==> config.mk <==
export PLATFORM = sky130hd
export DESIGN_NAME = rio_top
export DESIGN_NICKNAME = d
export VERILOG_FILES = /design/src/design/rio_bus_pkg.sv /design/src/design/rio_link_pkg.sv /design/src/design/rio_local_bus_if.sv /design/src/design/rio_host.sv /design/src/design/rio_target.sv /design/src/design/rio_regs.sv /design/src/design/rio_top.sv
export VERILOG_INCLUDE_DIRS = /design/src /design/src/design
export SDC_FILE = /design/constraint.sdc
export NUM_CORES = 1
export LEC_CHECK = 0
export ABC_AREA = 1
export BUFFER_PORTS_ARGS = -buffer_cell sky130_fd_sc_hd__buf_2
export CAP_MARGIN = 25
export CORE_MARGIN = 8
export CORE_UTILIZATION = 35
export CTS_CLUSTER_SIZE = 10
export DETAILED_ROUTE_END_ITERATION = 10
export MAX_ROUTING_LAYER = met4
export PLACE_DENSITY_LB_ADDON = 0.05
export SKIP_LAST_GASP = 1
export SLEW_MARGIN = 5
export SYNTH_ARGS = -nofsm -noshare
export SYNTH_HDL_FRONTEND = slang
export SYNTH_SLANG_ARGS = --single-unit
==> constraint.sdc <==
create_clock -name clock -period 2.15 [get_ports clock]
set_clock_uncertainty 0.05 [all_clocks]
set_input_delay 0.215 -clock clock [delete_from_list [all_inputs] [get_ports clock]]
set_output_delay 0.215 -clock clock [all_outputs]
set_load 0.005 [all_outputs]
==> src/design/rio_params.svh <==
// ==============================
// widths, counts and frame timing shared by the remote-IO design
// include wherever a size or frame position is needed
// ==============================
`ifndef RIO_PARAMS_SVH
`define RIO_PARAMS_SVH

// bus widths
`define RIO_ADDR_W        4    // register address
`define RIO_DATA_W        32   // write data and register width
`define RIO_RDATA_W       8    // read bits returned over the link
`define RIO_REG_COUNT     16   // registers behind the local bus

// link framing
`define RIO_SYM_W         2    // host to target bits per clock
`define RIO_STATE_W       5    // target frame counter width
`define RIO_CMD_LAST      2    // state holding the last command symbol
`define RIO_RVALID_STATE  4    // read strobe issued here
`define RIO_LOAD_STATE    7    // read byte loaded into the transmit shifter
`define RIO_RET_FIRST     9    // first return bit on the wire
`define RIO_FRAME_LAST    18   // last state of a frame

`endif

==> src/design/rio_bus_pkg.sv <==
// ==============================
// local bus and wishbone data types
// import where addresses, words or read bytes are declared
// ==============================
package rio_bus_pkg;

`include "rio_params.svh"

   // register address, also the wishbone address
   typedef logic [`RIO_ADDR_W-1:0] reg_addr_t;

   // full data word on wishbone and in the register block
   typedef logic [`RIO_DATA_W-1:0] bus_word_t;

   // read reply carried back over the link
   typedef logic [`RIO_RDATA_W-1:0] read_byte_t;

endpackage

==> src/design/rio_link_pkg.sv <==
// ==============================
// link level encodings for the remote-IO frame
// import in any block that builds or decodes frames
// ==============================
package rio_link_pkg;

   // opcode bit, carried in the low bit of the start symbol
   // start symbol is {1'b0, op}, the upper 0 marks the frame
   typedef enum logic
   {
      op_write = 1'b0,
      op_read  = 1'b1
   } link_op_e;

   // host sequencer
   // idle -> send_cmd -> send_data -> finish            for writes
   // idle -> send_cmd -> turnaround -> recv -> finish   for reads
   typedef enum logic [2:0]
   {
      idle       = 3'd0,   // waiting for a wishbone strobe
      send_cmd   = 3'd1,   // start symbol and address on the wire
      send_data  = 3'd2,   // write data bytes
      turnaround = 3'd3,   // target fetching the read byte
      recv       = 3'd4,   // sampling eight return bits
      finish     = 3'd5    // ack cycle
   } host_state_e;

endpackage

==> src/design/rio_local_bus_if.sv <==
// ==============================
// local bus from the link target to the register block
// strobes are single cycle, rdata follows rvalid by one clock
// ==============================
`timescale 1ns/1ns

interface rio_local_bus_if;
   import rio_bus_pkg::*;

   logic       wvalid;   // write strobe, addr and wdata valid
   logic       rvalid;   // read strobe, addr valid
   reg_addr_t  addr;     // register select
   bus_word_t  wdata;    // write word
   read_byte_t rdata;    // low byte of the addressed register

   // link side
   modport target (output wvalid, rvalid, addr, wdata, input rdata);

   // register side
   modport regs (input wvalid, rvalid, addr, wdata, output rdata);

endinterface

==> src/design/rio_host.sv <==
// ==============================
// wishbone classic slave, one transfer per serial frame
// sends two bits per clock, reads back one bit per clock for reads
// ==============================
`timescale 1ns/1ns
`include "rio_params.svh"

module rio_host
(
   input  logic                   clock,
   input  logic                   arst_n,
   input  logic                   wb_cyc,
   input  logic                   wb_stb,
   input  logic                   wb_we,
   input  rio_bus_pkg::reg_addr_t wb_adr,
   input  rio_bus_pkg::bus_word_t wb_dat_w,
   output rio_bus_pkg::bus_word_t wb_dat_r,
   output logic                   wb_ack,
   output logic [`RIO_SYM_W-1:0]  link_sym,
   input  logic                   link_ret,
   input  logic                   link_ret_oe
);
   import rio_link_pkg::*;
   import rio_bus_pkg::*;

   localparam int FRAME_BITS = `RIO_ADDR_W + `RIO_DATA_W;   // symbols after the start
   localparam logic [`RIO_STATE_W-1:0] SYM_LAST = `RIO_FRAME_LAST;
   localparam logic [`RIO_STATE_W-1:0] CMD_DONE = `RIO_CMD_LAST + 1;
   localparam logic [`RIO_STATE_W-1:0] RET_FIRST = `RIO_RET_FIRST;

   host_state_e                       state;
   link_op_e                          op;        // opcode of the frame in flight
   link_op_e                          req_op;
   logic                              start;
   logic [`RIO_STATE_W-1:0]           sym_cnt;   // index of the next symbol, 0 when quiet
   logic [FRAME_BITS-1:0]             frame_sr;  // address then data, msb pair first
   bus_word_t                         data_field;
   logic [$clog2(`RIO_RDATA_W)-1:0]   rx_cnt;
   read_byte_t                        rx_sr;
   read_byte_t                        rx_next;
   logic                              ret_bit;

   assign req_op  = wb_we ? op_write : op_read;
   assign start   = (state == idle) && wb_cyc && wb_stb && (sym_cnt == '0);
   assign ret_bit = link_ret_oe ? link_ret : 1'b1;   // pull-up when target is off the line
   assign rx_next = {rx_sr[`RIO_RDATA_W-2:0], ret_bit};

   // bytes go lsb first on the wire, reads send an all-ones filler
   assign data_field = wb_we ? {wb_dat_w[7:0], wb_dat_w[15:8],
                                wb_dat_w[23:16], wb_dat_w[31:24]} : '1;

   // symbol sender, full length for every frame
   always_ff @(posedge clock or negedge arst_n)
   begin
      if (!arst_n)
      begin
         link_sym <= '1;   // idle symbol
         sym_cnt  <= '0;
      end
      else if (start)
      begin
         link_sym <= {1'b0, req_op};   // start marker plus opcode
         sym_cnt  <= 1;
      end
      else if (sym_cnt != '0)
      begin
         link_sym <= frame_sr[FRAME_BITS-1 -: `RIO_SYM_W];
         sym_cnt  <= (sym_cnt == SYM_LAST) ? '0 : sym_cnt + 1'b1;   // wrap at frame end
      end
      else
      begin
         link_sym <= '1;
      end
   end

   // frame shifter, only the top pair is looked at
   always_ff @(posedge clock)
   begin
      if (start)
         frame_sr <= {wb_adr, data_field};
      else
         frame_sr <= frame_sr << `RIO_SYM_W;
   end

   // sequencer
   always_ff @(posedge clock or negedge arst_n)
   begin
      if (!arst_n)
      begin
         state  <= idle;
         op     <= op_write;
         wb_ack <= 1'b0;
         rx_cnt <= '0;
      end
      else
      begin
         wb_ack <= 1'b0;   // one cycle pulse
         case (state)
            idle:
               if (start)
               begin
                  state  <= send_cmd;
                  op     <= req_op;
                  rx_cnt <= '0;
               end
            send_cmd:
               if (sym_cnt == CMD_DONE)
                  state <= (op == op_write) ? send_data : turnaround;
            send_data:
               if (sym_cnt == '0)   // last symbol now on the wire
               begin
                  state  <= finish;
                  wb_ack <= 1'b1;
               end
            turnaround:
               if (sym_cnt == RET_FIRST)   // target drives from next cycle
                  state <= recv;
            recv:
            begin
               rx_cnt <= rx_cnt + 1'b1;
               if (rx_cnt == '1)   // eighth bit
               begin
                  state  <= finish;
                  wb_ack <= 1'b1;
               end
            end
            finish:
               state <= idle;
            default:
               state <= idle;
         endcase
      end
   end

   // read reply capture, msb arrives first
   always_ff @(posedge clock)
   begin
      if (state == recv)
         rx_sr <= rx_next;
      if ((state == recv) && (rx_cnt == '1))
         wb_dat_r <= {{(`RIO_DATA_W-`RIO_RDATA_W){1'b0}}, rx_next};   // zero extend
   end

endmodule

==> src/design/rio_target.sv <==
// ==============================
// link target, decodes host frames into local bus strobes
// read bytes are shifted back msb first on the return line
// ==============================
`timescale 1ns/1ns
`include "rio_params.svh"

module rio_target
(
   input  logic                  clock,
   input  logic                  arst_n,
   input  logic [`RIO_SYM_W-1:0] link_sym,
   output logic                  link_ret,
   output logic                  link_ret_oe,
   rio_local_bus_if.target       bus
);
   import rio_link_pkg::*;
   import rio_bus_pkg::*;

   localparam logic [`RIO_STATE_W-1:0] CMD_AT     = `RIO_CMD_LAST;
   localparam logic [`RIO_STATE_W-1:0] RVALID_AT  = `RIO_RVALID_STATE;
   localparam logic [`RIO_STATE_W-1:0] LOAD_AT    = `RIO_LOAD_STATE;
   localparam logic [`RIO_STATE_W-1:0] FRAME_LAST = `RIO_FRAME_LAST;

   logic [`RIO_STATE_W-1:0] state;   // 0 waits for start
   logic [5:0]              rsr;     // last three symbols
   read_byte_t              tsr;     // return shifter
   link_op_e                op;

   // frame counter and control outputs
   always_ff @(posedge clock or negedge arst_n)
   begin
      if (!arst_n)
      begin
         state       <= '0;
         op          <= op_write;
         link_ret    <= 1'b1;
         link_ret_oe <= 1'b0;
         bus.wvalid  <= 1'b0;
         bus.rvalid  <= 1'b0;
      end
      else
      begin
         if (state == '0)
            state <= {{(`RIO_STATE_W-1){1'b0}}, ~link_sym[1]};   // upper bit low starts
         else if (state == FRAME_LAST)
            state <= '0;
         else
            state <= state + 1'b1;

         if (state == CMD_AT)
            op <= link_op_e'(rsr[2]);   // low bit of the start symbol

         link_ret    <= tsr[`RIO_RDATA_W-1];   // output register
         link_ret_oe <= (op == op_read) && (state > LOAD_AT)
                        && (state != FRAME_LAST);   // line free again at state 0
         bus.wvalid  <= (state == FRAME_LAST) && (op == op_write);
         bus.rvalid  <= (state == RVALID_AT) && (op == op_read);
      end
   end

   // symbol shifters and captured fields
   always_ff @(posedge clock)
   begin
      rsr <= {rsr[3:0], link_sym};
      tsr <= (state == LOAD_AT) ? bus.rdata : {tsr[`RIO_RDATA_W-2:0], 1'b1};   // ones trail

      if (state[1:0] == 2'd2)   // every fourth state closes a field
      begin
         case (state[4:2])
            3'd0: bus.addr          <= {rsr[1:0], link_sym};
            3'd1: bus.wdata[7:0]    <= {rsr, link_sym};
            3'd2: bus.wdata[15:8]   <= {rsr, link_sym};
            3'd3: bus.wdata[23:16]  <= {rsr, link_sym};
            3'd4: bus.wdata[31:24]  <= {rsr, link_sym};
            default: ;
         endcase
      end
   end

endmodule

==> src/design/rio_regs.sv <==
// ==============================
// sixteen registers behind the local bus
// top entry is read-only and counts accepted writes
// ==============================
`timescale 1ns/1ns
`include "rio_params.svh"

module rio_regs
(
   input  logic          clock,
   input  logic          arst_n,
   rio_local_bus_if.regs bus
);
   import rio_bus_pkg::*;

   localparam reg_addr_t COUNT_ADDR = reg_addr_t'(`RIO_REG_COUNT - 1);

   bus_word_t regs [`RIO_REG_COUNT];   // last entry is the write counter
   logic      wr_plain;                // write lands in a storage register

   assign wr_plain = bus.wvalid && (bus.addr != COUNT_ADDR);

   // storage and write counter
   always_ff @(posedge clock or negedge arst_n)
   begin
      if (!arst_n)
      begin
         for (int i = 0; i < `RIO_REG_COUNT; i++)
            regs[i] <= '0;
      end
      else
      begin
         if (wr_plain)
            regs[bus.addr] <= bus.wdata;
         if (bus.wvalid)   // every accepted write counts, its own address too
            regs[COUNT_ADDR] <= regs[COUNT_ADDR] + 1'b1;
      end
   end

   // read port, low byte only since the link carries eight bits
   always_ff @(posedge clock)
   begin
      if (bus.rvalid)
         bus.rdata <= regs[bus.addr][`RIO_RDATA_W-1:0];
   end

endmodule

==> src/design/rio_top.sv <==
// ==============================
// remote-IO subsystem, wishbone classic slave on the outside
// host bridge and target joined by the split serial link
// ==============================
`timescale 1ns/1ns
`include "rio_params.svh"

module rio_top
(
   input  logic                   clock,
   input  logic                   arst_n,
   input  logic                   wb_cyc,
   input  logic                   wb_stb,
   input  logic                   wb_we,
   input  rio_bus_pkg::reg_addr_t wb_adr,
   input  rio_bus_pkg::bus_word_t wb_dat_w,
   output rio_bus_pkg::bus_word_t wb_dat_r,
   output logic                   wb_ack
);

   logic [`RIO_SYM_W-1:0] link_sym;      // host to target, idle is all ones
   logic                  link_ret;      // target to host
   logic                  link_ret_oe;   // target driving link_ret

   rio_local_bus_if local_bus ();

   rio_host u_rio_host
   (
      .clock       (clock),
      .arst_n      (arst_n),
      .wb_cyc      (wb_cyc),
      .wb_stb      (wb_stb),
      .wb_we       (wb_we),
      .wb_adr      (wb_adr),
      .wb_dat_w    (wb_dat_w),
      .wb_dat_r    (wb_dat_r),
      .wb_ack      (wb_ack),
      .link_sym    (link_sym),
      .link_ret    (link_ret),
      .link_ret_oe (link_ret_oe)
   );

   rio_target u_rio_target
   (
      .clock       (clock),
      .arst_n      (arst_n),
      .link_sym    (link_sym),
      .link_ret    (link_ret),
      .link_ret_oe (link_ret_oe),
      .bus         (local_bus.target)
   );

   rio_regs u_rio_regs
   (
      .clock  (clock),
      .arst_n (arst_n),
      .bus    (local_bus.regs)
   );

endmodule

==> impl_metrics.ini <==
[outcome]
outcome = finished, final reports clean

[place]
gp_congestion = 0.804
io_buffers = 49
place_area_um2 = 11100
place_hpwl_um = 18300
dp_cells = 1648

[global_route]
grt-ovfl-total = 0
grt_pass1_vias = 7933
track_usage_pct = 16.0
antenna_found_initial = 0
grt_max_degree = 73
grt_first_pass_wirelength_um = 44400

[yosys]
yosysSeqAreaShare_pct = 56.7
synth_top_family_by_area = simple AND/OR/NAND/NOR gates
synthTopCellsByCount = nand2_1, dfrtp_1, o21ai_0
yosys.area.top_type = dfrtp_1
yosysUniqueCellTypes = 40
async_flop_share_pct = 64.3
ys.flop_type = dfrtp_1
synth_warnings = 0
synthesis.area_um2 = 10400
synthAdderAreaFrac_pct = 1.20
synth-xor-area-share_pct = 1.01
yosys.area_share.simple_pct = 22.9
synth-compound-area-share_pct = 10.1
ys_seq_elements = 238
synth_area_per_cell_um2 = 8.50
synth_area_leaders = dfrtp_1, nand2_1, edfxtp_1
synth_edf_count = 35
muxShareOfSynthArea_pct = 0
synth_top_area_share_pct = 36.1
yosysMostFrequentCell = nand2_1
syn_inst = 1222

[setup_path]
worst-setup-path-type = register to register
crit_family = flip-flops
startpoint_type = register
cp.arrival_ps = 2180
cp_num_buf_inv = 3
crit_fanout = 34
cp.required_ps = 2560
cpMaxStageDelayCell = edfxtp_1
critPathCaptureType = register
path_cells = inv_2, buf_12, nand3_2, nor2_2, buf_4, nand2_1, o21ai_0
critPathMaxStageDelay_ps = 600

[clock_tree]
cts_max_level = 1
clk_latency_ps = 550
clk_pin_slew_ps = 60
cts_buffer_depth = 3
cts_tree = done
clock-sinks = 238
numCtsBuffers = 29
post_cts_resized = 0
cts-root-buf = clkbuf_16
ctsHoldBuffers = 40
postCtsSetupRepairBufs = 0

[run]
drv_cap = 0

[timing]
setup_viol = 0
fin_hold_ws_ps = 141
worstMarginPinSlew_ps = 721
period_share_pct = 82.7
grt_setup_unrepaired = false
slew_viol_final = 0
finalSetupTns_ps = 0
min_period_ps = 1780
hold_viol = 0
fmaxAchievable_ghz = 0.562
timing.slew.headroom_pct = 51.9

[floorplanning]
die_h_um = 188
num_io_pins = 74
rows = 63
dieWidth_um = 188
die_area_um2 = 35400
core_area_um2 = 29400
initial_core_util_pct = 35.3

[finish]
antenna_cells = 0
fin_cells = 1742
fin_util_pct = 42.1
area_growth_pct = 19.1
drive_gt1_share_pct = 12.2
fin_area_um2 = 12400
nNetsFinal = 1380

[drt]
first_pass_iters = 5
ant_nets = 0
drt_wl_total_um = 27600
drt_iter0_markers = 444
num_vias = 7835
viasPerCell = 4.50
wire_per_inst_um = 15.8
drc = 0

[hold_path]
min_path_type = input pin to asynchronous set/reset pin

[pwr]
p_leak_nw = 5.81
power_density_nw_per_um2 = 973
ir_drop_uv = 537
-- flip-flops by register name, indices dropped and copies added (netlist names), 2 cells and up --
| name | flops |
|---|---|
| u_rio_target.state | 5 |
| u_rio_host.sym_cnt | 5 |
| u_rio_target.rsr | 6 |
| u_rio_host.rx_sr | 7 |
| u_rio_host.wb_dat_r | 8 |
| u_rio_host.frame_sr | 36 |
| u_rio_host.link_sym | 2 |
| u_rio_host.state | 3 |
| u_rio_host.rx_cnt | 3 |
| u_rio_regs.bus.rdata | 8 |
| u_rio_target.bus.wdata | 8 |
| u_rio_target.bus.addr | 4 |
| u_rio_regs.regs | 128 |
| u_rio_target.tsr | 8 |
-- cell type report --
type / count / area (um^2)
clock buffer: 51 / 848
multi-input combinational: 831 / 3750
sequential: 238 / 5880
inverter: 104 / 393
clock inverter: 3 / 18.8
fill: 2977 / 17000
timing repair buffer: 125 / 985
tap: 390 / 488
-- worst reg2reg max path: cells and delay by family, from the launching register on --
family,cells,cell delay (ps)
buf+inv,3,590
flops,1,600
compound gates,1,90
simple gates,3,360
-- path summary, 6_finish.rpt --
check,depth (start not counted),slack (ps),startpoint,end
worst min-delay path,2,140,arst_n,u_rio_regs.regs[451]
worst max register to register,7,370,u_rio_target.bus.addr[1],u_rio_regs.regs[192]
worst max-delay path,7,370,u_rio_target.bus.addr[1],u_rio_regs.regs[192]
min in group clock,0,250,u_rio_target.tsr[7],u_rio_target.link_ret
worst min register to register,0,250,u_rio_target.tsr[7],u_rio_target.link_ret
max in group asynchronous,3,1210,arst_n,u_rio_target.link_ret
-- kinds of logic after synthesis --
| kind of cell | count (synthesis) |
|---|---|
| AO/OA/AOI/OAI | 202 |
| AND/OR/NAND/NOR | 583 |
| buffers and inverters | 176 |
| adder cells (fa/ha/maj) | 10 |
| other | 1 |
| flip-flops | 238 |
| XOR/XNOR | 12 |
-- routing by layer --
layer	part of all wire (%)	wire (um)	vias to the layer above	global-route usage, %
li1	-	-	4023	-
met1	48	13400	3626	21.9
met2	46	12600	145	24.9
met3	3.7	1010	41	2.29
met4	2.1	577	0	3.91
met5	0	0	-	-
-- cells in the final DEF (no fill, tap or decap), types with 4 or more instances in the layout --
cell type and n:
o21ai_1 33, buf_12 5, a21oi_1 10, dfrtp_1 150
dlygate4sd3_1 40, clkbuf_1 18, nand2_1 451, conb_1 24
buf_4 31, inv_2 6, nor2_1 69, nand3_1 33
xor2_1 11, clkbuf_16 29, buf_2 48, o21ai_2 8
o21ai_0 146, clkbuf_8 4, inv_1 97, dfxtp_1 50
nor2_2 7, ha_1 10, edfxtp_1 35, nand2_4 5
-- through the flow --
stage / setup slack, ps / power [W]
final: 372 / 0.0120
after CTS: 322 / 0.0122
after floorplan: 606 / 0.00692
after global routing: 216 / 0.0128
after detailed placement: 344 / 0.00759
after global placement: 326 / 0.00759
-- report_power, final --
part	internal (W)	switching (W)
Combinational	0.000697	0.00126
Clock	0.00264	0.00186
Sequential	0.00521	0.000360
Total	0.00855	0.00348
No activity file was read; power rests on OpenSTA's default activity.
